==> config.mk <==
export PLATFORM = sky130hd
export DESIGN_NAME = mem_arbiter
export DESIGN_NICKNAME = d
export VERILOG_FILES = /design/src/logic/frontend_pkg.sv /design/src/logic/mem_arbiter.sv
export SDC_FILE = /design/constraint.sdc
export NUM_CORES = 1
export LEC_CHECK = 0
export BUFFER_PORTS_ARGS = -buffer_cell sky130_fd_sc_hd__buf_2
export CORE_AREA = 2 2 111 113
export DETAILED_ROUTE_END_ITERATION = 7
export DIE_AREA = 0 0 113 115
export PLACE_DENSITY = 0.43
export SYNTH_ARGS = -nofsm -noshare
export SYNTH_HDL_FRONTEND = slang
export SYNTH_SLANG_ARGS = --single-unit
==> constraint.sdc <==
create_clock -name clk -period 2.6 [get_ports clk]
set_clock_uncertainty 0.2 [all_clocks]
set_input_delay 0.52 -clock clk [delete_from_list [all_inputs] [get_ports clk]]
set_output_delay 0.52 -clock clk [all_outputs]
set_load 0.05 [all_outputs]
==> src/logic/frontend_pkg.sv <==
package frontend_pkg;

    //////////////////////////////////////////////////////////////////////
    // Widths and depths
    //////////////////////////////////////////////////////////////////////

    // One instruction, also one byte address
    localparam int INST_W = 32;

    // One memory word holds an instruction pair
    localparam int PAIR_W = 64;

    localparam int MEM_DEPTH = 256;
    localparam int MEM_AW    = 8;

    // Instruction buffer
    localparam int IBUF_DEPTH = 16;
    localparam int IBUF_AW    = 4;
    localparam int IBUF_CW    = 5;

    // Fetch restarts here out of reset
    localparam logic [INST_W-1:0] BOOT_PC = '0;

    //////////////////////////////////////////////////////////////////////
    // Encodings
    //////////////////////////////////////////////////////////////////////

    // Major opcode, instruction bits 31..26
    // Branch offset lives in bits 15..0, counted in instructions
    typedef enum logic [5:0] {
        OP_OTHER = 6'h00,
        OP_JUMP  = 6'h02,
        OP_BCOND = 6'h04
    } opcode_e;

    // Fetch sequencing
    typedef enum logic [1:0] {
        IDLE,
        REQ,
        WAIT
    } fetch_state_e;

endpackage

==> src/logic/mem_arbiter.sv <==
`timescale 1ns/1ps

module mem_arbiter
    import frontend_pkg::*;
(
    input  logic              clk,
    input  logic              reset_i,

    // Program load port
    input  logic              load_valid_i,
    output logic              load_ready_o,
    input  logic [MEM_AW-1:0] load_addr_i,
    input  logic [PAIR_W-1:0] load_data_i,

    // Fetch request and response
    input  logic              fetch_req_valid_i,
    output logic              fetch_req_ready_o,
    input  logic [MEM_AW-1:0] fetch_req_addr_i,
    output logic              fetch_rsp_valid_o,
    output logic [PAIR_W-1:0] fetch_rsp_data_o,

    // Memory side
    output logic              mem_en_o,
    output logic              mem_we_o,
    output logic [MEM_AW-1:0] mem_addr_o,
    output logic [PAIR_W-1:0] mem_wdata_o,
    input  logic [PAIR_W-1:0] mem_rdata_i
);

    logic fetch_grant;
    logic rd_pend_q;

    // Loads have fixed priority, so the load side never waits
    assign load_ready_o      = 1'b1;
    assign fetch_req_ready_o = !load_valid_i;
    assign fetch_grant       = fetch_req_valid_i && !load_valid_i;

    // Port steering
    assign mem_en_o    = load_valid_i || fetch_req_valid_i;
    assign mem_we_o    = load_valid_i;
    assign mem_addr_o  = load_valid_i ? load_addr_i : fetch_req_addr_i;
    assign mem_wdata_o = load_data_i;

    // Remember a fetch read so its data can be tagged next cycle
    always_ff @(posedge clk) begin
        if (reset_i) begin
            rd_pend_q <= 1'b0;
        end else begin
            rd_pend_q <= fetch_grant;
        end
    end

    // Read data goes straight back to fetch
    assign fetch_rsp_valid_o = rd_pend_q;
    assign fetch_rsp_data_o  = mem_rdata_i;

endmodule

## Word-level counts from Yosys, hierarchy flattened

Index checks and enable logic that the tools add are counted.

| cells by class | value |
|---|---|
| muxes and demuxes | 1 |
| reduce and logical (&&, ||, !) cells | 3 |

Operators with widths:

| cell | count |
|---|---|
| $mux 8 | 1 |
| $logic_and 1x1->1 | 1 |
| $logic_not 1->1 | 1 |
| $logic_or 1x1->1 | 1 |

| word-level totals | value |
|---|---|
| register bits after elaboration | 1 |
| output and inout port bits | 141 |
| word-level logic and storage cells | 5 |

## Longest topological paths before layout

Gate-level depths: netlist (run 1).

| depth | value |
|---|---|
| depth after elaboration | 2 |
| gate-level depth with buffers | 2 |
| depth with buffers taken out | 1 |

## Worst setup path before layout (run 1)

Ideal clock, no wire load.

| timing path | value |
|---|---|
| path type | input to output |
| start point | in load_valid_i |
| end point | out mem_en_o |
| data arrival time | 1.058 ns |
| setup slack | 0.822 ns |
| cell stages on the path | 2 |
| cell sequence | buf_6 > or2_1 |

| on the way | value |
|---|---|
| word-level cells in the longest chain between the ends | 1 |

Ends and longest elaborated chain:

| element | RTL line | text |
|---|---|---|
| from (decl) | mem_arbiter.sv:10 | `input logic load_valid_i,` |
| $logic_or 1x1->1 | mem_arbiter.sv:39 | `assign mem_en_o = load_valid_i \|\| fetch_req_valid_i;` |
| to (decl) | mem_arbiter.sv:23 | `output logic mem_en_o,` |

Every way passes these cells.

## Worst setup path after layout (run 1)

| timing path | value |
|---|---|
| start point | in load_valid_i |
| end point | out mem_addr_o[5] |

| on the way | value |
|---|---|
| word-level cells in the longest chain between the ends | 1 |

Ends and longest elaborated chain:

| element | RTL line | text |
|---|---|---|
| $mux 8 | mem_arbiter.sv:41 | `assign mem_addr_o = load_valid_i ? load_addr_i : fetch_req_addr_i;` |
| to (decl) | mem_arbiter.sv:25 | `output logic [MEM_AW-1:0] mem_addr_o,` |

Every way passes these cells.

==> results of run 1 <==
## area by class of cell
type / instances / area, um2 / area share [%]
Multi-Input combinational cell: 11 / 134 / 27.0
Inverter: 1 / 3.75 / 0.756
Timing Repair Buffer: 31 / 155 / 31.2
Tap cell: 147 / 184 / 37.0
Sequential cell: 1 / 20.0 / 4.03
## kinds of logic after synthesis
family | count (synthesis) | share of synthesized area (%)
buffers and inverters | 132 | 86.6
flip-flops | 1 | 1.75
multiplexers | 8 | 10.2
other | 1 | 0.328
AND/OR/NAND/NOR | 2 | 1.20
## worst paths after layout
| kind | cells after the start | slack (ns) | endpoint | from |
|---|---|---|---|---|
| setup / recovery | 3 | 0.49 | mem_addr_o[5] | load_valid_i |
| hold / removal | 2 | 0.49 | fetch_rsp_valid_o$_SDFF_PP0_ | reset_i |
## per-stage QoR
stage | worst slack (ns) | total power [mW] | cells | util [%] | hold slack, ns
final | 0.487 | 0.115 | 191 | 4.21 | 0.486
after global placement | 0.500 | 0.115 | 191 | 4.21 | 0.489
after global routing | 0.447 | 0.119 | 191 | 4.21 | 0.505
after detailed placement | 0.476 | 0.116 | 191 | 4.21 | 0.491
after floorplan | 0.822 | 0.622 | 144 | - | 0.396
after CTS | 0.470 | 0.116 | 191 | 4.21 | 0.491
## metal layers
metal / GRT usage, % / vias up / part of all wire [%]
met5: 5.19 / - / 2.6
met4: 6.34 / 4 / 11
met3: 7.38 / 50 / 39
met2: 6.95 / 148 / 42
met1: 0.506 / 132 / 5.6
li1: - / 107 / -
## power by group through the flow
| stage | clock network (mW) | logic [mW] | registers (mW) |
|---|---|---|---|
| floorplan | 0 | 0.604 | 0.0186 |
| global placement | 0 | 0.0991 | 0.0164 |
| detailed placement | 0 | 0.0992 | 0.0164 |
| CTS | 0 | 0.0993 | 0.0164 |
| global route | 0 | 0.103 | 0.0165 |
| finish | 0 | 0.0983 | 0.0164 |
## placed cells by master, fill, tap and decap left out
master,n
mux2_2,1
mux2_4,7
inv_1,1
nor3b_1,1
dfxtp_1,1
buf_2,31
conb_1,1
or2_1,1
==> impl_metrics.csv, run 1 <==
group,metric,value,unit
synth,synth_area_leaders,"buf_4, mux2_4, dfxtp_1, buf_6, mux2_2",
global_route,antenna_found_initial,0,
power_and_ir_drop,power.switching,0.0654,mW
synth,syn_avg_cell_area,7.95,um2
timing,final.setup.tns,0,ns
die,die-area,13000,um2
critical_path,slowest_stage,"mux2_2",
job,max-cap-violations,0,
power_and_ir_drop,ir_worst_vdd,0.0000329,V
critical_path,worstPathArrival,1.39,ns
global_route,grt_pass1_vias,547,
timing,finalCriticalPeriod,2.11,ns
die,start_util,9.69,%
timing,final_hold_viol_count,0,
synth,ys_seq_area_share,1.75,%
die,core-area,11800,um2
power_and_ir_drop,p_sw_share,57.0,%
power_and_ir_drop,powerDensity,231,nW/um2
synth,synth_largest_area_cell,"buf_4",
placed_design,io_buffers,31,
synth,yosys.cell_count.top_type,"buf_4",
critical_path,crit_required,1.88,ns
routing,drt_pre_antenna_iters,6,
power_and_ir_drop,total_leakage_power,0.204,nW
layout,nFillCells,1416,
critical_path,crit_type,"input pin to primary output",
synth,synth_top_cells_by_count,"buf_4, mux2_4",
critical_path,cp_num_buf_inv,2,
global_route,grt_pass1_wl,4120,um
synth,synthCells,144,
layout,drive_above_1_share,88.6,%
timing,max_freq,473,MHz
synth,synth_edf_count,0,
cts,clkTransAtPathRegs,0,ns
critical_path,cp_cell_sequence,"buf_2 > mux2_2 > buf_2",
global_route,grt_max_degree,13,
placed_design,postPlaceCellArea,497,um2
synth,ys_async_sr_fraction,0,%
critical_path,endpoint_kind,"primary output",
timing,grt_setup_unrepaired,"false",
critical_path,crit_fanout,12,
synth,synthFlopType,"dfxtp_1",
outcome,outcome,"finished with violations",
routing,via_per_inst,2.31,
layout,area_growth_syn_to_layout,-56.6,%
layout,final_nets,194,
cts,post-cts-setup-buffers,0,
routing,wl_per_cell,19.1,um
critical_path,critical-path-max-stage-delay,0.38,ns
die,die_x,113,um
synth,yosysTopAreaCellShare,85.2,%
power_and_ir_drop,p_int,0.0493,mW
die,io_pins,289,
placed_design,place_congestion,0.508,
synth,synth.distinct_cells,9,
outcome,violations,"design-rule violations",
synth,yosys_register_bits,1,
routing,drt_first_iter_violations,28,
critical_path,crit_top_cell,"buf_2",
timing,timing.final.crit_share,81.3,%
layout,fin_area,497,um2
layout,largest_register_ffs,1,
power_and_ir_drop,power_frac_clock,0,%
power_and_ir_drop,seq_power_share,14.3,%
die,rows,40,
die,fp.dieH,115,um
global_route,grt_overflow_total,0,
timing,setup-violations-final,0,
routing,antenna_left,0,
global_route,grt_use_total,4.65,%
synth,netlist_area,1140,um2
cts,cts_resized,0,
synth,yosys_warnings,0,
layout,diodes,0,
power_and_ir_drop,combinationalPowerShare,85.7,%
critical_path,cp-start-kind,"input pin",
routing,drc_errors,20,
critical_path,crit_family,"buffers and inverters",
timing,slew_violations,0,
routing,num_vias,441,
worst_hold_path,hold_class,"input pin to register",
routing,drt-total-wl,3650,um
cts,hold_buffers,0,
synth,syn-num-nets,292,
Note: power is estimated with default switching activity, not from simulation.
==> run 2: changes to the inputs <==
Settings changed: PLACE_DENSITY 0.43 to 0.44.
Clock period 2.6 ns to 1.8 ns, I/O delays scaled along.
==> impl_metrics.csv, run 2 (same netlist as run 1, synthesis figures left out) <==
group,metric,value,unit
outcome,outcome,"finished with violations",
outcome,violations,"design-rule violations",
timing,final_hold_viol_count,0,
timing,grt_setup_unrepaired,"false",
power_and_ir_drop,p_int,0.0725,mW
die,die_x,113,um
critical_path,critical-path-max-stage-delay,0.37,ns
routing,drt_pre_antenna_iters,7,
timing,slew_violations,0,
die,start_util,9.69,%
global_route,grt_use_total,4.72,%
cts,cts_resized,0,
global_route,grt_pass1_vias,469,
timing,final.setup.tns,0,ns
die,io_pins,289,
global_route,antenna_found_initial,0,
placed_design,io_buffers,31,
critical_path,slowest_stage,"mux2_2",
worst_hold_path,holdPathStages,2,
layout,mostFrequentLayoutCells,"buf_2, mux2_4",
power_and_ir_drop,power_frac_clock,0,%
job,max-cap-violations,0,
power_and_ir_drop,total_leakage_power,0.209,nW
power_and_ir_drop,powerDensity,329,nW/um2
critical_path,worstPathArrival,1.19,ns
cts,clkTransAtPathRegs,0,ns
timing,finalCriticalPeriod,1.75,ns
die,die-area,13000,um2
layout,diodes,0,
routing,drc_errors,17,
layout,final_common_cell,"buf_2",
timing,timing.final.crit_share,97.4,%
critical_path,cp_cell_sequence,"buf_2 > mux2_2 > buf_2",
routing,drt-total-wl,3830,um
layout,utilization,4.27,%
global_route,grt_max_degree,11,
timing,setup-violations-final,0,
critical_path,cp-start-kind,"input pin",
power_and_ir_drop,power.switching,0.0933,mW
worst_hold_path,hold_class,"input pin to register",
routing,drt_first_iter_violations,24,
layout,largest_register_ffs,1,
cts,hold_buffers,0,
layout,final_nets,195,
critical_path,crit_top_cell,"buf_2",
layout,drive_above_1_share,88.9,%
die,fp.dieH,115,um
placed_design,place_congestion,0.481,
power_and_ir_drop,seq_power_share,14.3,%
cts,post-cts-setup-buffers,0,
routing,num_vias,448,
routing,via_per_inst,2.33,
routing,wl_per_cell,19.9,um
layout,area_growth_syn_to_layout,-56.0,%
critical_path,crit_fanout,10,
power_and_ir_drop,ir_worst_vdd,0.0000496,V
global_route,grt_overflow_total,0,
power_and_ir_drop,combinationalPowerShare,85.7,%
global_route,grt_pass1_wl,4120,um
routing,antenna_left,0,
timing,max_freq,570,MHz
critical_path,endpoint_kind,"primary output",
critical_path,crit_type,"input pin to primary output",
die,rows,40,
die,core-area,11800,um2
critical_path,crit_required,1.24,ns
power_and_ir_drop,p_sw_share,56.3,%
run 2: changes by cell type in the layout (fill, tap and decap cells not counted), sizes merged:
| cell | delta |
|---|---|
| buf | +1 |
run 2: metrics by stage:
| step | power (mW) | worst slack (ns) | std cells | hold WS (ns) | instance area [um2] |
|---|---|---|---|---|---|
| 2_1_floorplan | 0.899 | 0.342 | 144 | 0.236 | 1140 |
| 3_3_place_gp | 0.166 | 0.0583 | 192 | 0.330 | 504 |
| 3_5_place_dp | 0.167 | 0.0373 | 192 | 0.333 | 504 |
| 4_1_cts | 0.167 | 0.0361 | 192 | 0.333 | 504 |
| 5_1_grt | 0.172 | 0.0188 | 192 | 0.344 | 504 |
| 6_report | 0.166 | 0.0461 | 192 | 0.327 | 504 |
run 2: layer usage:
metal,vias to the layer above,share of wire [%],track usage [%]
li1,109,-,-
met1,135,9.4,1.07
met2,154,39,6.63
met3,50,41,8.70
met4,0,10,5.12
met5,-,0,0
run 2: cell type report:
type	instances	area, um2
Timing Repair Buffer	32	163
Tap cell	147	184
Fill cell	1410	11300
Inverter	1	3.75
Multi-Input combinational cell	11	134
Sequential cell	1	20.0
run 2: power by group through the flow:
stage | registers [mW] | clock network [mW] | logic [mW]
after CTS | 0.0236 | 0 | 0.143
after global placement | 0.0237 | 0 | 0.142
after floorplan | 0.0269 | 0 | 0.872
after global routing | 0.0238 | 0 | 0.148
after detailed placement | 0.0236 | 0 | 0.143
final | 0.0236 | 0 | 0.142
run 2: path summary, 6_finish.rpt:
kind	start	end	slack, ns
hold / removal	reset_i	fetch_rsp_valid_o$_SDFF_PP0_	0.33
setup / recovery	load_valid_i	mem_addr_o[5]	0.05
run 2: worst max-delay path: cells and delay by family:
| kind | cells | cell delay [ns] |
|---|---|---|
| mux | 1 | 0.37 |
| buf+inv | 2 | 0.46 |
