File: config.mk
export PLATFORM = sky130hd
export DESIGN_NAME = inst_buffer
export DESIGN_NICKNAME = d
export VERILOG_FILES = /design/src/logic/frontend_pkg.sv /design/src/logic/inst_buffer.sv
export SDC_FILE = /design/constraint.sdc
export NUM_CORES = 2
export LEC_CHECK = 0
export CAP_MARGIN = 30
export CORE_ASPECT_RATIO = 0.8
export CORE_MARGIN = 4
export CORE_UTILIZATION = 35
export CTS_CLUSTER_SIZE = 10
export DETAILED_ROUTE_END_ITERATION = 7
export DONT_BUFFER_PORTS = 1
export PLACE_DENSITY = 0.54
export SLEW_MARGIN = 20
export SYNTH_ARGS = -nofsm -noshare
export SYNTH_HDL_FRONTEND = slang
export SYNTH_SLANG_ARGS = --single-unit
File: constraint.sdc
create_clock -name clk -period 16.5 [get_ports clk]
set_clock_uncertainty 0.2 [all_clocks]
set_input_delay 0 -clock clk [delete_from_list [all_inputs] [get_ports clk]]
set_output_delay 0 -clock clk [all_outputs]
set_load 0.01 [all_outputs]
File: src/logic/frontend_pkg.sv
package frontend_pkg;

    //////////////////////////////////////////////////////////////////////
    // Widths and depths
    //////////////////////////////////////////////////////////////////////

    // One instruction, also one byte address
    localparam int INST_W = 32;

    // One memory word holds an instruction pair
    localparam int PAIR_W = 64;

    localparam int MEM_DEPTH = 256;
    localparam int MEM_AW    = 8;

    // Instruction buffer
    localparam int IBUF_DEPTH = 16;
    localparam int IBUF_AW    = 4;
    localparam int IBUF_CW    = 5;

    // Fetch restarts here out of reset
    localparam logic [INST_W-1:0] BOOT_PC = '0;

    //////////////////////////////////////////////////////////////////////
    // Encodings
    //////////////////////////////////////////////////////////////////////

    // Major opcode, instruction bits 31..26
    // Branch offset lives in bits 15..0, counted in instructions
    typedef enum logic [5:0] {
        OP_OTHER = 6'h00,
        OP_JUMP  = 6'h02,
        OP_BCOND = 6'h04
    } opcode_e;

    // Fetch sequencing
    typedef enum logic [1:0] {
        IDLE,
        REQ,
        WAIT
    } fetch_state_e;

endpackage

File: src/logic/inst_buffer.sv
`timescale 1ns/1ps

module inst_buffer
    import frontend_pkg::*;
(
    input  logic               clk,
    input  logic               reset_i,
    input  logic               flush_i,

    // Write side from fetch
    input  logic               wr0_en_i,
    input  logic [INST_W-1:0]  wr0_inst_i,
    input  logic [INST_W-1:0]  wr0_pc_i,
    input  logic               wr0_is_branch_i,
    input  logic               wr0_pred_taken_i,
    input  logic [INST_W-1:0]  wr0_pred_target_i,
    input  logic               wr1_en_i,
    input  logic [INST_W-1:0]  wr1_inst_i,
    input  logic [INST_W-1:0]  wr1_pc_i,
    input  logic               wr1_is_branch_i,
    input  logic               wr1_pred_taken_i,
    input  logic [INST_W-1:0]  wr1_pred_target_i,
    output logic [IBUF_CW-1:0] count_o,

    // Issue side
    input  logic [1:0]         issue_ready_i,
    output logic               issue0_valid_o,
    output logic [INST_W-1:0]  issue0_inst_o,
    output logic [INST_W-1:0]  issue0_pc_o,
    output logic               issue0_is_branch_o,
    output logic               issue0_pred_taken_o,
    output logic [INST_W-1:0]  issue0_pred_target_o,
    output logic               issue1_valid_o,
    output logic [INST_W-1:0]  issue1_inst_o,
    output logic [INST_W-1:0]  issue1_pc_o,
    output logic               issue1_is_branch_o,
    output logic               issue1_pred_taken_o,
    output logic [INST_W-1:0]  issue1_pred_target_o
);

    // Entry storage
    logic [INST_W-1:0]     inst_q [IBUF_DEPTH];
    logic [INST_W-1:0]     pc_q   [IBUF_DEPTH];
    logic [INST_W-1:0]     tgt_q  [IBUF_DEPTH];
    logic [IBUF_DEPTH-1:0] br_q;
    logic [IBUF_DEPTH-1:0] tk_q;

    // Ring control
    logic [IBUF_AW-1:0] head_q;
    logic [IBUF_AW-1:0] tail_q;
    logic [IBUF_CW-1:0] count_q;
    logic [IBUF_AW-1:0] head1;
    logic [IBUF_AW-1:0] tail1;
    logic               pop0;
    logic               pop1;
    logic [IBUF_CW-1:0] n_push;
    logic [IBUF_CW-1:0] n_pop;

    assign head1 = head_q + 1'b1;
    assign tail1 = tail_q + 1'b1;

    //////////////////////////////////////////////////////////////////////
    // Show-ahead issue slots
    //////////////////////////////////////////////////////////////////////

    assign issue0_valid_o = (count_q != '0);
    assign issue1_valid_o = (count_q >= IBUF_CW'(2));

    assign issue0_inst_o        = inst_q[head_q];
    assign issue0_pc_o          = pc_q[head_q];
    assign issue0_is_branch_o   = br_q[head_q];
    assign issue0_pred_taken_o  = tk_q[head_q];
    assign issue0_pred_target_o = tgt_q[head_q];

    assign issue1_inst_o        = inst_q[head1];
    assign issue1_pc_o          = pc_q[head1];
    assign issue1_is_branch_o   = br_q[head1];
    assign issue1_pred_taken_o  = tk_q[head1];
    assign issue1_pred_target_o = tgt_q[head1];

    // Slot 1 only leaves together with slot 0, keeps order
    assign pop0 = issue0_valid_o && issue_ready_i[0];
    assign pop1 = pop0 && issue1_valid_o && issue_ready_i[1];

    assign n_pop  = IBUF_CW'(pop0) + IBUF_CW'(pop1);
    assign n_push = IBUF_CW'(wr0_en_i) + IBUF_CW'(wr1_en_i);

    //////////////////////////////////////////////////////////////////////
    // Pointers and occupancy
    //////////////////////////////////////////////////////////////////////

    always_ff @(posedge clk) begin
        if (reset_i || flush_i) begin
            head_q  <= '0;
            tail_q  <= '0;
            count_q <= '0;
        end else begin
            head_q  <= head_q + IBUF_AW'(n_pop);
            tail_q  <= tail_q + IBUF_AW'(n_push);
            count_q <= count_q + n_push - n_pop;
        end
    end

    // Fetch holds off unless two entries are free
    always_ff @(posedge clk) begin
        if (wr0_en_i) begin
            inst_q[tail_q] <= wr0_inst_i;
            pc_q[tail_q]   <= wr0_pc_i;
            br_q[tail_q]   <= wr0_is_branch_i;
            tk_q[tail_q]   <= wr0_pred_taken_i;
            tgt_q[tail_q]  <= wr0_pred_target_i;
        end
        if (wr1_en_i) begin
            inst_q[tail1] <= wr1_inst_i;
            pc_q[tail1]   <= wr1_pc_i;
            br_q[tail1]   <= wr1_is_branch_i;
            tk_q[tail1]   <= wr1_pred_taken_i;
            tgt_q[tail1]  <= wr1_pred_target_i;
        end
    end

    assign count_o = count_q;

endmodule

# Word-level counts from Yosys, hierarchy flattened
# Memories as Yosys holds them, arrays and structs flattened. A register that Yosys moved wholly into a read port is not among the register bits.
# Cells that the tools add are included.
op_classes:
  n_addsub: 8
  n_lt_le_gt_ge: 7
  mux: 27
  n_reduce_logical: 7
ops:
  columns: ["cell", "count"]
  rows:
  - ["16-bit bitwise mux", 4]
  - ["16-bit two-way mux", 4]
  - ["4-bit by 5-bit less-than comparator with 1-bit output, second input constant", 4]
  - ["1-bit binary-select mux with 4-bit select", 4]
  - ["4-bit two-way mux", 3]
  - ["1-bit two-way mux", 10]
  - ["4-bit by 1-bit adder with 4-bit output, second input constant", 2]
  - ["4-bit by 2-bit adder with 4-bit output", 2]
  - ["1-bit demux with 4-bit select", 2]
  - ["4-bit by 1-bit >= comparator with 1-bit output, second input constant", 2]
  - ["5-bit by 2-bit adder with 5-bit output", 1]
  - ["5-bit by 2-bit >= comparator with 1-bit output, second input constant", 1]
  - ["1-bit logical AND", 5]
  - ["5-bit nonzero test", 1]
  - ["5-bit by 2-bit subtractor with 5-bit output", 1]
  - ["1-bit by 1-bit adder with 2-bit output", 2]
  - ["1-bit logical OR", 1]
totals:
  reg_bits: 45
  wordCells: 57
  n_memories: 3
  inputBits: 203
  ram_bits: 1536
memory_table:
  columns: ["name", "words", "width", "read_ports", "rd_ports_with_merged_regs", "write_ports", "line", "rtl"]
  rows:
  - ["inst_q", 16, 32, 2, 1, 2, "inst_buffer.sv:42", "logic [INST_W-1:0] inst_q [IBUF_DEPTH];"]
  - ["pc_q", 16, 32, 2, 1, 2, "inst_buffer.sv:43", "logic [INST_W-1:0] pc_q [IBUF_DEPTH];"]
  - ["tgt_q", 16, 32, 2, 1, 2, "inst_buffer.sv:44", "logic [INST_W-1:0] tgt_q [IBUF_DEPTH];"]

# Longest topological paths before layout
depth:
  depth_word: 8
  mapped_depth: 14
  mapped_depth_nobuf: 14

# Least setup slack after synthesis
# OpenSTA, ideal clock, no wires.
synth_timing:
  path_kind: "reg2reg"
  from: "register tail_q[1]"
  to: "memory inst_q[8][0], enable pin"
  path_buffers: 1
  stages_incl_launch_ff: 4
  required_ps: 15617
  setup_ps: 683
  arrival_time_ps: 7529
  period_less_slack_ps: 8413
  path_slack_ps: 8087
  cell_sequence: "dfxtp_1 clkbuf_1 nand3_1 o21ai_0"
synth_rtl:
  columns: ["item", "line", "rtl"]
  rows:
  - ["start, declared", "inst_buffer.sv:50", "logic [IBUF_AW-1:0] tail_q;"]
  - ["start signal, assigned", "inst_buffer.sv:99", "tail_q <= tail_q + IBUF_AW'(n_push);"]
  - ["end, declared", "inst_buffer.sv:42", null]

# Worst setup path in the final report
layout_timing:
  from: "register head_q[0]"
  to: "output port issue1_pc_o[15]"
layout_between:
  elab_chain_len: 2
layout_rtl:
  columns: ["item", "line", "rtl"]
  rows:
  - ["start, declared", "inst_buffer.sv:49", "logic [IBUF_AW-1:0] head_q;"]
  - ["start signal, assigned", "inst_buffer.sv:98", "head_q <= head_q + IBUF_AW'(n_pop);"]
  - ["4-bit by 1-bit adder with 4-bit output", "inst_buffer.sv:59", "assign head1 = head_q + 1'b1;"]
  - ["memory read 16 x 32 bit", null, null]
  - ["end, declared", "inst_buffer.sv:35", "output logic [INST_W-1:0] issue1_pc_o,"]
# Every way passes these cells.

==> impl_metrics.ini <==
[timing]
hold_violations = 0
final-max-slew-violation-count = 0
worst_slew_margin_rel_pct = 27.98
final_setup_violating_endpoints = 0
setup_total_negative_slack_ns = 0
fmax_mhz = 171.7
rsz0062_at_grt = no
min_period_over_period_pct = 35.30
worst_slew_pin_slew_ns = 1.080
period_needed_ns = 5.825

[power_and_ir_drop]
powerDensity_nw_per_um2 = 108.2
static-leakage-power_nw = 31.50
vdd.ir_drop.worst_uv = 88.61

[drt]
initialDrtViolationCount = 6808
ant_nets = 0
route.met2.wl_um = 154300
vias = 57760
routed_via_density = 6.362
wl_met1_um = 140300
drt-pass1-iter-count = 6
wirelength_um = 333800
post-route-drc-count = 0
topRoutingLayerUsed = met5
avgRoutedWirePerCell_um = 36.76
dr_wl_met3_um = 30840

[critical_path]
reg2reg_slack_ns = 11.38
critPathKind = reg2out
critical_path.most_common_cell = buf_4
crit_buf_inv = 3
critical_path.reg2reg.endpoint = pc_q[11][22]
timing.critical_path.required_ns = 16.30
critical_path.reg2reg.startpoint = tail_q[3]
length_in_cells_of_the_worst_reg_to_reg_path = 6
worstSetupEndpointType = output pin
critical_path_peak_fanout = 54
critical-path-top-delay-family = buffers and inverters
ordered_cell_list_for_the_critical_path = buf_12, ha_4, buf_4, buf_4, mux4_2, a22o_1, or3_1
worst-endpoint-arrival_ns = 5.62
crit_path_start = head_q[0]
critPathLaunchType = flip-flop
slowest_delay_ns = 0.88
critical_path.slowest_cell = buf_4

[job]
cap_viol_max_count = 0

[clock_network]
cts_inserted_buffers = 194
post_cts.resized_instances = 0
tritoncts_num_sinks = 1581
insertion_delay_ns = 0.82
clock_tree.buffer_depth = 4
level_count_of_the_clock_h_tree = 4
cts-root-buf = clkbuf_16
cts_tree = built
clk_pin_slew_worst_paths_ns = 0.06

[layout]
design_area_sq_um = 103300
area_growth_pct = 13.11
stdcell_count = 9079
finish.net_count = 5720
layout-drive-gt1-share_pct = 48.91

[die]
placementRows = 167
dieHeight_um = 464.9
area_enclosed_by_the_die_boundary_sq_um = 269300
coreArea_sq_um = 259300
effective_utilization_at_floorplan_pct = 35.22
chipWidth_um = 579.2
io_pins = 406

[logic_synthesis]
synthDistinctLibCells = 42
number_of_synthesized_flops_with_an_enable_pin = 1536
mappedNetlistNets = 5708
dominantRegCellSynth = edfxtp_1
netlist_instances = 5486
netlist_area_sq_um = 91340
synth-warning-count = 0
synth.ff_latch_count = 1581
post_synthesis_average_cell_area_sq_um = 16.65
postSynth.asyncResetShare_pct = 0
netlist.top_cell.by_area = edfxtp_1
synth-seq-area-share_pct = 51.48
yosys-top-cells-area = edfxtp_1, mux4_2, mux2_2
yosysTopAreaCellShare_pct = 50.50
synth.cells.most_frequent = edfxtp_1, mux2_2, mux4_2

[placed_design]
port-buffer-count = 0
detailedPlacementHpwl_um = 180200
detailed_place.area_sq_um = 94480
numPlacedInstances = 8441
globalplace.congestion = 0.7677

[global_routing]
grt_max_degree = 142
number_of_global_route_vias_before_repair = 57960
grt_overflow = 0
total_global_route_track_usage_pct = 24.13
antenna_violations_before_repair = 61
grt_pass1_wl_um = 466100

[hold_path]
holdCritStartpoint = issue_ready_i[0]
min_delay_worst_endpoint = head_q[0]
hold_path.class = in2reg
holdPathStages = 5

[status]
run_status = finished, final reports clean
==> worst max path at each step <==
stage	to	cells past startpoint
2_1_floorplan	inst_q[8][0]	3
3_3_place_gp	issue0_pc_o[14]	7
3_5_place_dp	issue1_inst_o[25]	7
4_1_cts	issue1_inst_o[25]	7
5_1_grt	issue0_pc_o[15]	8
6_report	issue1_pc_o[15]	7
==> per-layer routing <==
metal,vias up,track usage [%]
met3,566,5.522
met2,3037,37.81
met4,30,5.716
li1,22710,-
met5,-,0
met1,31420,34.03
==> kinds of logic after synthesis <==
kind of cell | Yosys count | synth area share, %
buf+inv | 668 | 3.320
xor+xnor | 7 | 0.06712
simple gates | 312 | 1.671
compound gates | 547 | 4.546
mux | 2352 | 38.62
flops | 1581 | 51.48
fa+ha+maj | 19 | 0.2931
==> what timing repair did <==
item / CTS / global route
buffers inserted: 0 / 0
endpoints found under the hold margin: 1722 / 1
hold buffers: 316 / 1
==> cell usage in the layout (no fill, tap or decap), drive strengths merged, types with 37 or more instances in the layout <==
master	n
a22oi	196
or3	102
edfxtp	1536
clkbuf	254
nand2	134
mux4	784
a21boi	197
dlygate4sd3	317
dfxtp	45
mux2	1536
a22o	98
buf	154
nor2	37
==> final cells by class <==
cell class | instances | area [sq um]
diodes | 31 | 77.57
flip-flops and latches | 1581 | 47030
clock buffers | 253 | 5107
clock inverters | 29 | 304.0
multi-input cells | 3237 | 41610
well taps | 3464 | 4334
repair buffers | 472 | 4798
inverters | 12 | 45.04
fillers | 23480 | 156000
==> tightest hold or removal path, cell delays in order <==
cell	delay, ns
dlygate4sd3_1	0.52
and2_1	0.14
ha_1	0.21
ha_1	0.13
and2_1	0.10
==> per-stage QoR <==
| stage | util [%] | hold WS (ns) | worst slack [ns] | power, mW |
|---|---|---|---|---|
| 3_5_place_dp | 36.43 | -0.06915 | 11.23 | 7.173 |
| 2_1_floorplan | - | -0.01251 | 8.087 | 6.631 |
| 3_3_place_gp | 36.30 | -0.07614 | 10.78 | 7.140 |
| 4_1_cts | 39.74 | 0.03013 | 10.27 | 11.25 |
| 5_1_grt | 39.82 | 0.08620 | 10.22 | 11.59 |
| 6_report | 39.84 | 0.06707 | 10.68 | 11.17 |
==> state kept, by name, summed over array words and instances, names as in the netlist <==
| signal | cells |
|---|---|
| tk_q | 16 |
| tail_q | 4 |
| count_o | 5 |
| br_q | 16 |
| head_q | 4 |
| inst_q | 512 |
| tgt_q | 512 |
| pc_q | 512 |
==> power breakdown <==
group / internal [mW] / switching (mW) / leakage (nW) / total (mW)
Combinational: 1.32 / 1.39 / 14.6 / 2.70
Clock: 2.19 / 1.71 / 2.62 / 3.90
Sequential: 4.51 / 0.0570 / 14.3 / 4.57
Total: 8.02 / 3.16 / 31.5 / 11.2
No activity file was read; power rests on OpenSTA's default activity.
