<file path="src/logic/frontend_pkg.sv">
package frontend_pkg;

    //////////////////////////////////////////////////////////////////////
    // Widths and depths
    //////////////////////////////////////////////////////////////////////

    // One instruction, also one byte address
    localparam int INST_W = 32;

    // One memory word holds an instruction pair
    localparam int PAIR_W = 64;

    localparam int MEM_DEPTH = 256;
    localparam int MEM_AW    = 8;

    // Instruction buffer
    localparam int IBUF_DEPTH = 16;
    localparam int IBUF_AW    = 4;
    localparam int IBUF_CW    = 5;

    // Fetch restarts here out of reset
    localparam logic [INST_W-1:0] BOOT_PC = '0;

    //////////////////////////////////////////////////////////////////////
    // Encodings
    //////////////////////////////////////////////////////////////////////

    // Major opcode, instruction bits 31..26
    // Branch offset lives in bits 15..0, counted in instructions
    typedef enum logic [5:0] {
        OP_OTHER = 6'h00,
        OP_JUMP  = 6'h02,
        OP_BCOND = 6'h04
    } opcode_e;

    // Fetch sequencing
    typedef enum logic [1:0] {
        IDLE,
        REQ,
        WAIT
    } fetch_state_e;

endpackage

</file>
<file path="src/logic/fetch_unit.sv">
`timescale 1ns/1ps

module fetch_unit
    import frontend_pkg::*;
(
    input  logic               clk,
    input  logic               reset_i,
    input  logic               run_i,
    input  logic               flush_i,
    input  logic [INST_W-1:0]  flush_pc_i,

    output logic               fetch_req_valid_o,
    input  logic               fetch_req_ready_i,
    output logic [MEM_AW-1:0]  fetch_req_addr_o,
    input  logic               fetch_rsp_valid_i,
    input  logic [PAIR_W-1:0]  fetch_rsp_data_i,

    input  logic [IBUF_CW-1:0] ibuf_count_i,

    output logic               wr0_en_o,
    output logic [INST_W-1:0]  wr0_inst_o,
    output logic [INST_W-1:0]  wr0_pc_o,
    output logic               wr0_is_branch_o,
    output logic               wr0_pred_taken_o,
    output logic [INST_W-1:0]  wr0_pred_target_o,
    output logic               wr1_en_o,
    output logic [INST_W-1:0]  wr1_inst_o,
    output logic [INST_W-1:0]  wr1_pc_o,
    output logic               wr1_is_branch_o,
    output logic               wr1_pred_taken_o,
    output logic [INST_W-1:0]  wr1_pred_target_o
);

    fetch_state_e state_q;
    fetch_state_e state_d;

    logic [INST_W-1:0] pc_q;
    logic [INST_W-1:0] next_pc;
    logic              rsp_take;
    logic              skip0;
    logic              credit_idle;
    logic              credit_wait;

    // Predecode of both halves of the returned pair
    logic [INST_W-1:0] slot_inst [2];
    logic [INST_W-1:0] slot_pc   [2];
    logic [INST_W-1:0] slot_tgt  [2];
    logic [1:0]        slot_br;
    logic [1:0]        slot_tk;

    function automatic opcode_e decode_op(input logic [5:0] bits);
        case (bits)
            OP_JUMP:  decode_op = OP_JUMP;
            OP_BCOND: decode_op = OP_BCOND;
            default:  decode_op = OP_OTHER;
        endcase
    endfunction

    //////////////////////////////////////////////////////////////////////
    // Predecode and static prediction
    //////////////////////////////////////////////////////////////////////

    always_comb begin
        for (int s = 0; s < 2; s++) begin
            slot_inst[s] = fetch_rsp_data_i[s*INST_W +: INST_W];
            slot_pc[s]   = {pc_q[INST_W-1:3], s[0], 2'b00};
            // Target is own address plus four times the signed offset
            slot_tgt[s]  = slot_pc[s] +
                           {{(INST_W-18){slot_inst[s][15]}}, slot_inst[s][15:0], 2'b00};
            case (decode_op(slot_inst[s][31:26]))
                OP_JUMP: begin
                    slot_br[s] = 1'b1;
                    slot_tk[s] = 1'b1;
                end
                OP_BCOND: begin
                    // Backward taken, forward not taken
                    slot_br[s] = 1'b1;
                    slot_tk[s] = slot_inst[s][15];
                end
                default: begin
                    slot_br[s] = 1'b0;
                    slot_tk[s] = 1'b0;
                end
            endcase
        end
    end

    // Redirect into the upper half skips the lower instruction
    assign skip0    = pc_q[2];
    assign rsp_take = (state_q == WAIT) && fetch_rsp_valid_i && !flush_i;

    // First written slot, lower half unless skipped
    assign wr0_en_o          = rsp_take;
    assign wr0_inst_o        = slot_inst[skip0];
    assign wr0_pc_o          = slot_pc[skip0];
    assign wr0_is_branch_o   = slot_br[skip0];
    assign wr0_pred_taken_o  = slot_tk[skip0];
    assign wr0_pred_target_o = slot_tgt[skip0];

    // Second slot dropped behind a predicted-taken branch
    assign wr1_en_o          = rsp_take && !skip0 && !slot_tk[0];
    assign wr1_inst_o        = slot_inst[1];
    assign wr1_pc_o          = slot_pc[1];
    assign wr1_is_branch_o   = slot_br[1];
    assign wr1_pred_taken_o  = slot_tk[1];
    assign wr1_pred_target_o = slot_tgt[1];

    always_comb begin
        if (wr0_pred_taken_o) begin
            next_pc = wr0_pred_target_o;
        end else if (wr1_en_o && slot_tk[1]) begin
            next_pc = slot_tgt[1];
        end else begin
            next_pc = {pc_q[INST_W-1:3] + 1'b1, 3'b000};
        end
    end

    //////////////////////////////////////////////////////////////////////
    // Request sequencing
    //////////////////////////////////////////////////////////////////////

    // Room for one pair, or two while a response is landing
    assign credit_idle = ibuf_count_i <= IBUF_CW'(IBUF_DEPTH - 2);
    assign credit_wait = ibuf_count_i <= IBUF_CW'(IBUF_DEPTH - 4);

    always_comb begin
        state_d = state_q;
        case (state_q)
            IDLE: begin
                if (run_i && credit_idle) begin
                    state_d = REQ;
                end
            end
            REQ: begin
                if (fetch_req_ready_i) begin
                    state_d = WAIT;
                end
            end
            WAIT: begin
                if (fetch_rsp_valid_i) begin
                    state_d = (run_i && credit_wait) ? REQ : IDLE;
                end
            end
            default: state_d = IDLE;
        endcase
    end

    always_ff @(posedge clk) begin
        if (reset_i) begin
            state_q <= IDLE;
            pc_q    <= BOOT_PC;
        end else if (flush_i) begin
            // Outstanding read is dropped by leaving WAIT
            state_q <= IDLE;
            pc_q    <= {flush_pc_i[INST_W-1:2], 2'b00};
        end else begin
            state_q <= state_d;
            if (rsp_take) begin
                pc_q <= next_pc;
            end
        end
    end

    assign fetch_req_valid_o = (state_q == REQ);
    assign fetch_req_addr_o  = pc_q[MEM_AW+2:3];

endmodule

</file>
<file path="config.mk">
export PLATFORM = sky130hd
export DESIGN_NAME = fetch_unit
export DESIGN_NICKNAME = d
export VERILOG_FILES = /design/src/logic/frontend_pkg.sv /design/src/logic/fetch_unit.sv
export SDC_FILE = /design/constraint.sdc
export NUM_CORES = 1
export LEC_CHECK = 0
export BUFFER_PORTS_ARGS = -buffer_cell sky130_fd_sc_hd__buf_2
export CAP_MARGIN = 30
export CORE_UTILIZATION = 30
export DETAILED_ROUTE_END_ITERATION = 10
export PLACE_DENSITY = 0.55
export SYNTH_ARGS = -nofsm -noshare
export SYNTH_HDL_FRONTEND = slang
export SYNTH_SLANG_ARGS = --single-unit
</file>
<file path="constraint.sdc">
create_clock -name clk -period 3.9 [get_ports clk]
set_clock_uncertainty 0.05 [all_clocks]
set_input_delay 0.195 -clock clk [delete_from_list [all_inputs] [get_ports clk]]
set_output_delay 0.195 -clock clk [all_outputs]
set_load 0.01 [all_outputs]
</file>
# Yosys cells after proc, flatten, opt, wreduce, memory -nomap -nowiden
# Cells that the tools add are included.
# totals
inputBits	107
out_inout_bits	207
word_cells	68
register_bits	34
# op_classes
eq_ne	13
n_lt_le_gt_ge	4
n_mux	28
bitwise_logic	1
addsub	3
reduce_logical	16
# op_table
op	count
32-bit 2-to-1 mux	12
32-bit adder	2
29-bit by 1-bit adder with 29-bit output, second input constant	1
6-bit by 2-bit == test with 1-bit output, second input constant	4
6-bit by 3-bit == test with 1-bit output, second input constant	4
3-bit one-hot mux with 2 select lines	2
5-bit by 4-bit <= comparator with 1-bit output, second input constant	2
1-bit logical AND	7
1-bit 2-to-1 mux	7
2-bit 2-to-1 mux	3
2-bit one-hot mux with 3 select lines	1
2-bit OR reduction	3
2-bit inequality test, second input constant	2
1-bit one-hot mux with 2 select lines	2
1-bit zero test	3
3-bit 2-to-1 mux	1
3-bit AND reduction	1
2-bit by 1-bit == test with 1-bit output, second input constant	1
2-bit == test, second input constant	1
2-bit >= comparator, second input constant	1
2-bit zero test	1
1-bit by 2-bit < comparator with 1-bit output, second input constant	1
2-bit by 1-bit inequality test with 1-bit output, second input constant	1
1-bit inverter with 2-bit output	1
2-bit nonzero test	1

# Depth between registers and ports, before layout
# Gate-level depths: netlist of run 1.
# depth
depth_word	11
depth_mapped	15
ltp_nobuf	14

# Least setup slack after synthesis of run 1
# Ideal clock, no wire load.
# synth_path
path_kind	input to register
from	in fetch_rsp_data_i[58]
to	reg pc_q[24]
slack_ns	0.736
cell_stages	12
t_required_ns	3.730
t_arrival_ns	2.994
path_buffers	2
setup_ns	0.120
cell_sequence	or4_1 -> nor3b_1 -> ha_1 -> or2_2 -> or4_1 -> buf_2 -> nand2_4 -> buf_6 -> o21ai_0 -> a221oi_1 -> o21ai_1 -> o2bb2ai_1
# synth_between
elab_chain_cells	9
word_cells_on_any_way	13
classes_between	eq/ne: 4; mux: 8; reduce/logical: 1
# synth_rtl
element	line	text
start: declaration	fetch_unit.sv:16	input logic [PAIR_W-1:0] fetch_rsp_data_i,
6-bit by 3-bit == test with 1-bit output or 6-bit by 2-bit == test with 1-bit output (tied branches)	fetch_unit.sv:52	case (bits)
3-bit one-hot mux with 2 select lines (*)	fetch_unit.sv:52	
6-bit by 3-bit == test with 1-bit output or 6-bit by 2-bit == test with 1-bit output (tied branches)	fetch_unit.sv:70	case (decode_op(slot_inst[s][31:26]))
1-bit one-hot mux with 2 select lines (*)	fetch_unit.sv:70	
1-bit 2-to-1 mux (implied by the code) or 1-bit logical AND (tied branches)	fetch_unit.sv:97, fetch_unit.sv:111	
1-bit 2-to-1 mux (implied by the code) or 32-bit 2-to-1 mux (tied branches)	fetch_unit.sv:97, fetch_unit.sv:111	
32-bit 2-to-1 mux (*)	fetch_unit.sv:109	if (wr0_pred_taken_o) begin
32-bit 2-to-1 mux (*)	fetch_unit.sv:158	if (rsp_take) begin
32-bit 2-to-1 mux (*)	fetch_unit.sv:152	end else if (flush_i) begin
end signal: assignment	fetch_unit.sv:155	pc_q <= {flush_pc_i[INST_W-1:2], 2'b00};
end signal: assignment	fetch_unit.sv:159	pc_q <= next_pc;
end: declaration	fetch_unit.sv:37	logic [INST_W-1:0] pc_q;
# Every way passes the cells marked *; elsewhere a longest branch is shown, timed or not. The select of a mux whose other input is x is not followed.
# A chain may end at the register's enable or synchronous reset.

# Final worst setup path of run 1
# layout_path
from	reg pc_q[4]
to	out wr0_pred_target_o[24]
# layout_between
elab_chain_cells	4
word_cells_on_any_way	5
classes_between	add/sub: 2; mux: 3
# layout_rtl
element	line	text
32-bit adder	fetch_unit.sv:68	slot_tgt[s] = slot_pc[s] +
32-bit 2-to-1 mux (implied by the code) (*) (3 in series)	fetch_unit.sv:98	assign wr0_pred_target_o = slot_tgt[skip0];
end: declaration	fetch_unit.sv:25	output logic [INST_W-1:0] wr0_pred_target_o,
# Marks and branches as above.

==> results of run 1 <==
report_power, final:
part / total (mW) / switching [mW] / internal, mW
registers: 0.372 / 0.0276 / 0.344
clock network: 0.428 / 0.172 / 0.256
logic: 1.19 / 0.716 / 0.476
per-stage QoR:
stage	cells	total power [mW]	cell area, µm²
floorplan	1011	1.132	7262
global placement	1551	1.552	8638
detailed placement	1551	1.553	8638
CTS	1559	1.985	8785
global route	1559	2.111	8821
finish	1561	1.992	8826
cells in the final DEF, fill, tap and decap left out, types with 20 or more instances in the layout:
cell type  count
a211oi_1      20
a21o_1        25
a21oi_1       95
buf_2        302
buf_4         45
dfxtp_1       31
ha_1          61
inv_1         32
mux2_2        40
nand2_1       90
nand3_1       20
nor2_1       109
nor3_1        21
o21ai_0       56
xnor2_1       41
xor2_1        27
per-layer routing:
layer | GRT usage (%) | vias up | wire length [µm]
li1 | - | 4091 | -
met4 | 6.288 | 0 | 629
met3 | 3.965 | 45 | 2297
met5 | 0 | - | 0
met1 | 32.81 | 3948 | 13820
met2 | 40.35 | 378 | 14050
registers in the layout, summed over array words and instances, names as in the netlist:
signal   flops
state_q      2
pc_q        30
logic make-up (layout without fill, tap and decap cells):
group                      Yosys count  count (layout)  synth area share [%]
DFF                                 32              32                 8.853
and+or+nand+nor                    311             311                 20.16
muxes                               47              47                 7.194
other                                2              11                0.1038
AOI/OAI and AO/OA                  321             321                 30.19
buffers and inverters              158             387                 13.73
xor gates and xnor gates            70              70                 8.663
adders and majority gates           63              63                 11.10
final cells by class:
cell class / instances / area [µm²] / share of cell area [%]
Multi-Input combinational cell: 821 / 5664 / 64.18
Sequential cell: 32 / 641.9 / 7.272
Antenna cell: 2 / 5.005 / 0.05671
Timing Repair Buffer: 347 / 1849 / 20.95
Clock buffer: 8 / 146.4 / 1.659
Inverter: 32 / 120.1 / 1.361
Tap cell: 319 / 399.1 / 4.522
worst paths after layout:
check,end,slack [ns]
setup reg to reg,pc_q[23],0.56
hold / removal,pc_q[14],0.08
setup / recovery,wr0_pred_target_o[24],0.18
hold reg to reg,state_q[1],0.52
worst max-delay path: stages (launching register included):
cell       delay (ns)
dfxtp_1          0.33
ha_1             0.31
a211oi_1         0.45
nor4b_1          0.14
a211oi_2         0.46
o21ai_1          0.25
a2111oi_2        0.47
o31ai_1          0.15
xnor2_1          0.28
mux2i_1          0.15
buf_2            0.17
==> impl_metrics.toml, run 1 <==
[synth]
yosys_warnings = 0
synth_top_cells_by_area = "ha_1 11%, dfxtp_1 8.9%, buf_4 8.1%"
netlist.area_leader.share_pct = 10.55
netlist_top_cells_count = "109 x nor2_1, 97 x a21oi_1, 90 x nand2_1"
post-synth-top-count-cell = "nor2_1"
syn-cell-area_um2 = 7236
synthFlopType = "dfxtp_1"
count_of_state_elements_after_synthesis = 32
synth_cells = 1004
synthArstFlopShare_pct = 0
synthDistinctLibCells = 88
syn_avg_cell_area_um2 = 7.207
synth_edf_count = 0
synth.largest_area_cell = "ha_1"
seq_area_frac_synth_pct = 8.854

[power]
power_leakage_nw = 4.250
power_per_cell_area_nw_per_um2 = 225.7
peak_supply_drop_mv = 0.1437

[hold_path]
hold_path_class = "in -> reg"
hold_start = "flush_pc_i[14]"
hold_depth = 3

[timing]
finalSetupTns_ns = 0
setup_violations = 0
timing.fmax_mhz = 268.5
final_critical_path_setup_slack_ns = 0.1760
period_share_pct = 95.49
final_period_minus_worst_setup_slack_ns = 3.724
final-max-slew-violation-count = 0
worst-slew-pin-transition_ns = 0.7931
grt_setup_unrepaired = "true"
max_slew_headroom_pct = 47.13
fin_worst_hold_slack_ns = 0.07930
finalHoldViolCount = 0

[grt]
first_global_vias = 7749
grt_antenna_before_repair = 2
grt_pass1_wl_um = 45770
grt_start_max_net_pins = 51
grt.overflow.total = 0
track_usage_pct = 24.46

[setup_path]
worst-r2r-cell-count = 10
worstPathArrival_ns = 3.48
timing.critical_path.from_type = "flip-flop"
cp_data_required_time_ns = 3.65
worst_setup_path_end_kind = "output pin"
critical_path.startpoint = "pc_q[4]"
path_max_fanout = 3
r2r_startpoint = "pc_q[16]"
worst_setup_path_class = "reg -> out"

[cts]
cts-resized-gates = 0
cts-root-buf = "clkbuf_16"
clock_tree_from_tritoncts = "yes"
number_of_sinks_driven_by_the_clock_tree = 32
htree_num_levels = 2
worst_setup_hold_path_clk_slew_ns = 0.06
cts_buffer_depth = 2
clock_insertion_delay_worst_skew_ns = 0.30
cts_hold_repair.buffers = 0
number_of_cts_inserted_buffers = 5
post-cts-setup-buffer-count = 0

[floorplan]
rows = 56
fp.coreArea_um2 = 23540
die-width_um = 157.3
ios = 314
die-area_um2 = 24740
die_y_um = 157.3
start_util_pct = 30.73

[detailed_routing]
route.detailed.wl_per_inst_um = 19.73
ant_nets = 0
firstDrtPassIters = 5
route.final.wire_length_um = 30800
remaining_drc_errors = 0
routed_via_density = 5.421
dr_total_vias = 8462
drtIter0Drc = 602

[final_layout]
post-route-util_pct = 37.49
area_growth_pct = 21.98
n_fill_cell = 2584
final_layout_size_suffix_gt1_share_pct = 34.44
finish.net_count = 1409

[run_status]
status = "finished clean"

[place]
place_worst_setup_slack_ns = 0.3084
place_hpwl_um = 25100
io_buffer_count = 302
place_congestion = 0.9104

[run]
drv_cap = 0
Note: power is estimated with default switching activity, not from simulation.
==> run 2: changes to the inputs <==
CORE_UTILIZATION = 35   (was 30)
CTS_BUF_LIST = sky130_fd_sc_hd__clkbuf_4 sky130_fd_sc_hd__clkbuf_8 sky130_fd_sc_hd__clkbuf_16   (was not set)
PLACE_DENSITY = 0.62   (was 0.55)
==> run 2 against run 1 <==
  * Combinational power about the same
  * Worst setup slack got worse by 0.050 ns
  * Power increased by 1.7%
  * Die area decreased by 14%
  * Worst hold slack improved by 0.020 ns
  * Sequential power increased by 1%
==> impl_metrics.toml, run 2 (synthesis results as in run 1) <==
[place]
place_worst_setup_slack_ns = 0.3389
io_buffer_count = 302
place_congestion = 0.9389
place_hpwl_um = 24350

[setup_path]
path_max_fanout = 5
worstPathArrival_ns = 3.53
r2r_startpoint = "pc_q[3]"
cp_data_required_time_ns = 3.65
worst-r2r-cell-count = 11
critical_path.startpoint = "pc_q[5]"
cp-endpoint = "wr0_pred_target_o[30]"
reg2reg_to = "pc_q[23]"
r2r_setup_slack_ns = 0.54
timing.critical_path.from_type = "flip-flop"
worst_setup_path_end_kind = "output pin"
worst_setup_path_class = "reg -> out"

[floorplan]
rows = 52
die-area_um2 = 21250
start_util_pct = 35.76
fp.coreArea_um2 = 20230
die_y_um = 145.8
ios = 314
die-width_um = 145.8

[power]
overall_power_consumption_mw = 2.026
peak_supply_drop_mv = 0.1388
power_per_cell_area_nw_per_um2 = 231.1
power_leakage_nw = 4.229

[hold_path]
hold_path_class = "in -> reg"
hold_start = "flush_pc_i[14]"

[final_layout]
n_fill_cell = 2171
layout.cells.most_common_list = "302 x buf_2, 109 x nor2_1, 95 x a21oi_1"
largest_reg_flops = 30
post-route-util_pct = 43.33
seq_area_um2 = 645.6
layout_top_registers = "pc_q x30, state_q x2"
regMostFlops = "pc_q"
final_layout_size_suffix_gt1_share_pct = 34.79
area_growth_pct = 21.17
final_common_cell = "buf_2"
finish.net_count = 1408
multi_input_gate_area_in_the_final_layout_um2 = 5652

[detailed_routing]
ant_nets = 0
dr_total_vias = 8443
remaining_drc_errors = 0
routed_via_density = 5.591
route.detailed.wl_per_inst_um = 19.83
route.final.wire_length_um = 29940
drtIter0Drc = 740
firstDrtPassIters = 5

[timing]
worst-slew-pin-transition_ns = 0.8286
period_share_pct = 96.77
max_slew_headroom_pct = 44.76
fin_worst_hold_slack_ns = 0.09953
final-max-slew-violation-count = 0
finalHoldViolCount = 0
final_period_minus_worst_setup_slack_ns = 3.774
finalSetupTns_ns = 0
setup_violations = 0
timing.fmax_mhz = 265.0
final_critical_path_setup_slack_ns = 0.1261

[cts]
worst_setup_hold_path_clk_slew_ns = 0.06
number_of_sinks_driven_by_the_clock_tree = 32
htree_num_levels = 2
post-cts-setup-buffer-count = 0
clock_tree_from_tritoncts = "yes"
cts_buffer_depth = 2
cts-root-buf = "clkbuf_16"
clock_insertion_delay_worst_skew_ns = 0.28
number_of_cts_inserted_buffers = 5

[grt]
grt_pass1_wl_um = 45180
grt_antenna_before_repair = 2
track_usage_pct = 27.07
grt_start_max_net_pins = 42
first_global_vias = 7697
grt.overflow.total = 0

[run_status]
status = "finished clean"

[run]
drv_cap = 0
-- run 2: cell count changes in the layout (fill, tap and decap cells not counted), sizes merged --
cell,previous run,this run
bufinv,0,1
clkinv,0,1
diode,2,1
buf,347,346
clkbuf,8,6
-- run 2: worst min path at each step --
stage | cells past startpoint | end | slack, ns
5_1_grt | 3 | pc_q[2] | 0.11
6_report | 3 | pc_q[14] | 0.1
3_3_place_gp | 3 | pc_q[14] | 0.38
2_1_floorplan | 2 | pc_q[3] | 0.29
3_5_place_dp | 3 | pc_q[14] | 0.38
4_1_cts | 3 | pc_q[5] | 0.09
-- run 2: final cells by class --
| type | instances | share of cell area, % |
|---|---|---|
| Antenna cell | 1 | 0.02854 |
| Clock buffer | 6 | 1.513 |
| Clock inverter | 2 | 0.3996 |
| Inverter | 32 | 1.370 |
| Multi-Input combinational cell | 821 | 64.46 |
| Sequential cell | 32 | 7.364 |
| Tap cell | 270 | 3.853 |
| Timing Repair Buffer | 346 | 21.01 |
-- run 2: report_power, final --
part / total (mW) / internal, mW / switching, mW
Clock: 0.467 / 0.308 / 0.159
Sequential: 0.376 / 0.344 / 0.0317
Combinational: 1.18 / 0.474 / 0.709
-- run 2: repair_timing --
item | 4_1_cts | 5_1_grt
setup endpoints to repair | 0 | 10
resized for setup | 0 | 8
hold buffers | 0 | 0
-- run 2: through the flow --
step | std cells | area, µm²
after floorplan | 1011 | 7262
after global placement | 1501 | 8569
after detailed placement | 1501 | 8569
after CTS | 1509 | 8737
after global routing | 1510 | 8767
final | 1510 | 8767
-- run 2: worst max-delay path, cell delays in order, from the launching register on --
cell and delay [ns]:
dfxtp_1 0.35, ha_1 0.40, o21ai_0 0.21, nor4b_2 0.37, a211oi_2 0.14, o41ai_2 0.49
nand2b_1 0.14, a31oi_1 0.25, a31oi_1 0.14, xnor2_1 0.36, mux2_2 0.26, buf_2 0.13
-- run 2: layer usage --
layer | GRT usage, % | up-vias | share of wire (%)
li1 | - | 4082 | -
met2 | 46.15 | 396 | 47
met5 | 0 | - | 0.037
met1 | 36.30 | 3927 | 44
met4 | 5.842 | 2 | 1.7
met3 | 3.292 | 36 | 6.8
==> run 3: changes to the inputs <==
CTS_BUF_LIST = not set   (was sky130_fd_sc_hd__clkbuf_4 sky130_fd_sc_hd__clkbuf_8 sky130_fd_sc_hd__clkbuf_16)
==> run 3 against run 2 <==
  * Worst hold slack barely moved
  * Cell count did not move
  * Critical path depth did not move
  * Final area barely moved
  * Global-route usage did not move
  * Fmax barely moved
  * Critical endpoint unchanged
  * Die area did not move
  * Worst setup slack improved by 0.0012 ns
  * Critical path type unchanged
  * Clock power fell by 1%
==> impl_metrics.toml, run 3 (synthesis results as in run 1) <==
[cts]
number_of_cts_inserted_buffers = 5
cts-root-buf = "clkbuf_16"
htree_num_levels = 2
clock_tree_from_tritoncts = "yes"
cts_buffer_depth = 2
worst_setup_hold_path_clk_slew_ns = 0.06
number_of_sinks_driven_by_the_clock_tree = 32
cts_hold_repair.buffers = 0
clock_insertion_delay_worst_skew_ns = 0.28

[hold_path]
hold_path_class = "in -> reg"

[timing]
finalHoldViolCount = 0
final_period_minus_worst_setup_slack_ns = 3.773
fin_worst_hold_slack_ns = 0.09959
timing.fmax_mhz = 265.1
max_slew_headroom_pct = 44.76
finalSetupTns_ns = 0
setup_violations = 0
final_critical_path_setup_slack_ns = 0.1273
final-max-slew-violation-count = 0
period_share_pct = 96.74
worst-slew-pin-transition_ns = 0.8287

[final_layout]
post-route-util_pct = 43.31
final_cells = 1510
finish.net_count = 1408
n_fill_cell = 2171
largest_reg_flops = 30
area_growth_pct = 21.11
fin_area_um2 = 8763
final_common_cell = "buf_2"
regMostFlops = "pc_q"
layout_top_registers = "pc_q x30, state_q x2"
layout.cells.most_common_list = "302 x buf_2, 109 x nor2_1, 95 x a21oi_1"
final_layout_size_suffix_gt1_share_pct = 34.71

[place]
detailed_place.area_um2 = 8569
placedCellCount = 1501
place_hpwl_um = 24350
io_buffer_count = 302
place_worst_setup_slack_ns = 0.3389
place_congestion = 0.9389

[setup_path]
path_max_fanout = 5
timing.critical_path.from_type = "flip-flop"
worstPathArrival_ns = 3.53
worst_setup_path_class = "reg -> out"
cp_data_required_time_ns = 3.65
worst_setup_path_end_kind = "output pin"

[grt]
grt.overflow.total = 0
grt_pass1_wl_um = 45180
track_usage_pct = 27.07
grt_antenna_before_repair = 2
grt_start_max_net_pins = 42
first_global_vias = 7697

[detailed_routing]
route.detailed.wl_per_inst_um = 19.83
drtIter0Drc = 740
dr_total_vias = 8446
remaining_drc_errors = 0
routed_via_density = 5.593
firstDrtPassIters = 5
ant_nets = 0
route.final.wire_length_um = 29950

[floorplan]
die-area_um2 = 21250
ios = 314
rows = 52
start_util_pct = 35.76
fp.coreArea_um2 = 20230
die_y_um = 145.8
die-width_um = 145.8

[power]
power_per_cell_area_nw_per_um2 = 230.4
power_leakage_nw = 4.226
peak_supply_drop_mv = 0.1387
overall_power_consumption_mw = 2.019

[run_status]
status = "finished clean"

[run]
drv_cap = 0
-- run 3: cell types whose count changed in the layout (fill, tap and decap cells not counted) --
cell      before  now
clkbuf_1       0    1
clkbuf_4       1    0
-- run 3: metal layers --
layer,global-route usage [%],vias up,share of wire (%)
met5,0,-,0.037
met2,46.15,389,47
met4,5.842,2,1.7
met1,36.30,3935,44
li1,-,4082,-
met3,3.292,38,6.7
-- run 3: timing repair --
action | in CTS | in global routing
endpoints found under the hold margin | 0 | 0
buffers inserted | 0 | 0
resized for setup | 0 | 8
endpoints found under the setup margin | 0 | 10
-- run 3: layout make-up --
type	count	area, µm²	share of cell area (%)
well taps	270	337.8	3.855
clock buffers	6	128.9	1.471
flip-flops and latches	32	645.6	7.367
multi-input cells	821	5652	64.49
repair buffers	346	1842	21.02
inverters	32	120.1	1.371
diodes	1	2.502	0.02856
clock inverters	2	35.03	0.3998
-- run 3: path summary, 6_finish.rpt --
path / startpoint / end / slack [ns] / cells past startpoint
min reg2reg: state_q[1] / state_q[1] / 0.52 / 2
max reg2reg: pc_q[3] / pc_q[23] / 0.54 / 11
min: flush_pc_i[14] / pc_q[14] / 0.1 / 3
max: pc_q[5] / wr0_pred_target_o[30] / 0.13 / 11
-- run 3: worst max-delay path, cell delays in order (launching register included) --
cell and delay (ns):
dfxtp_1 0.35, ha_1 0.40, o21ai_0 0.21, nor4b_2 0.37
a211oi_2 0.14, o41ai_2 0.49, nand2b_1 0.14, a31oi_1 0.25
a31oi_1 0.14, xnor2_1 0.36, mux2_2 0.26, buf_2 0.13
-- run 3: power by group --
group	switching [mW]	internal (mW)	total, mW
sequential	0.0317	0.344	0.376
clock	0.159	0.301	0.460
combinational	0.709	0.474	1.18
total	0.900	1.12	2.02
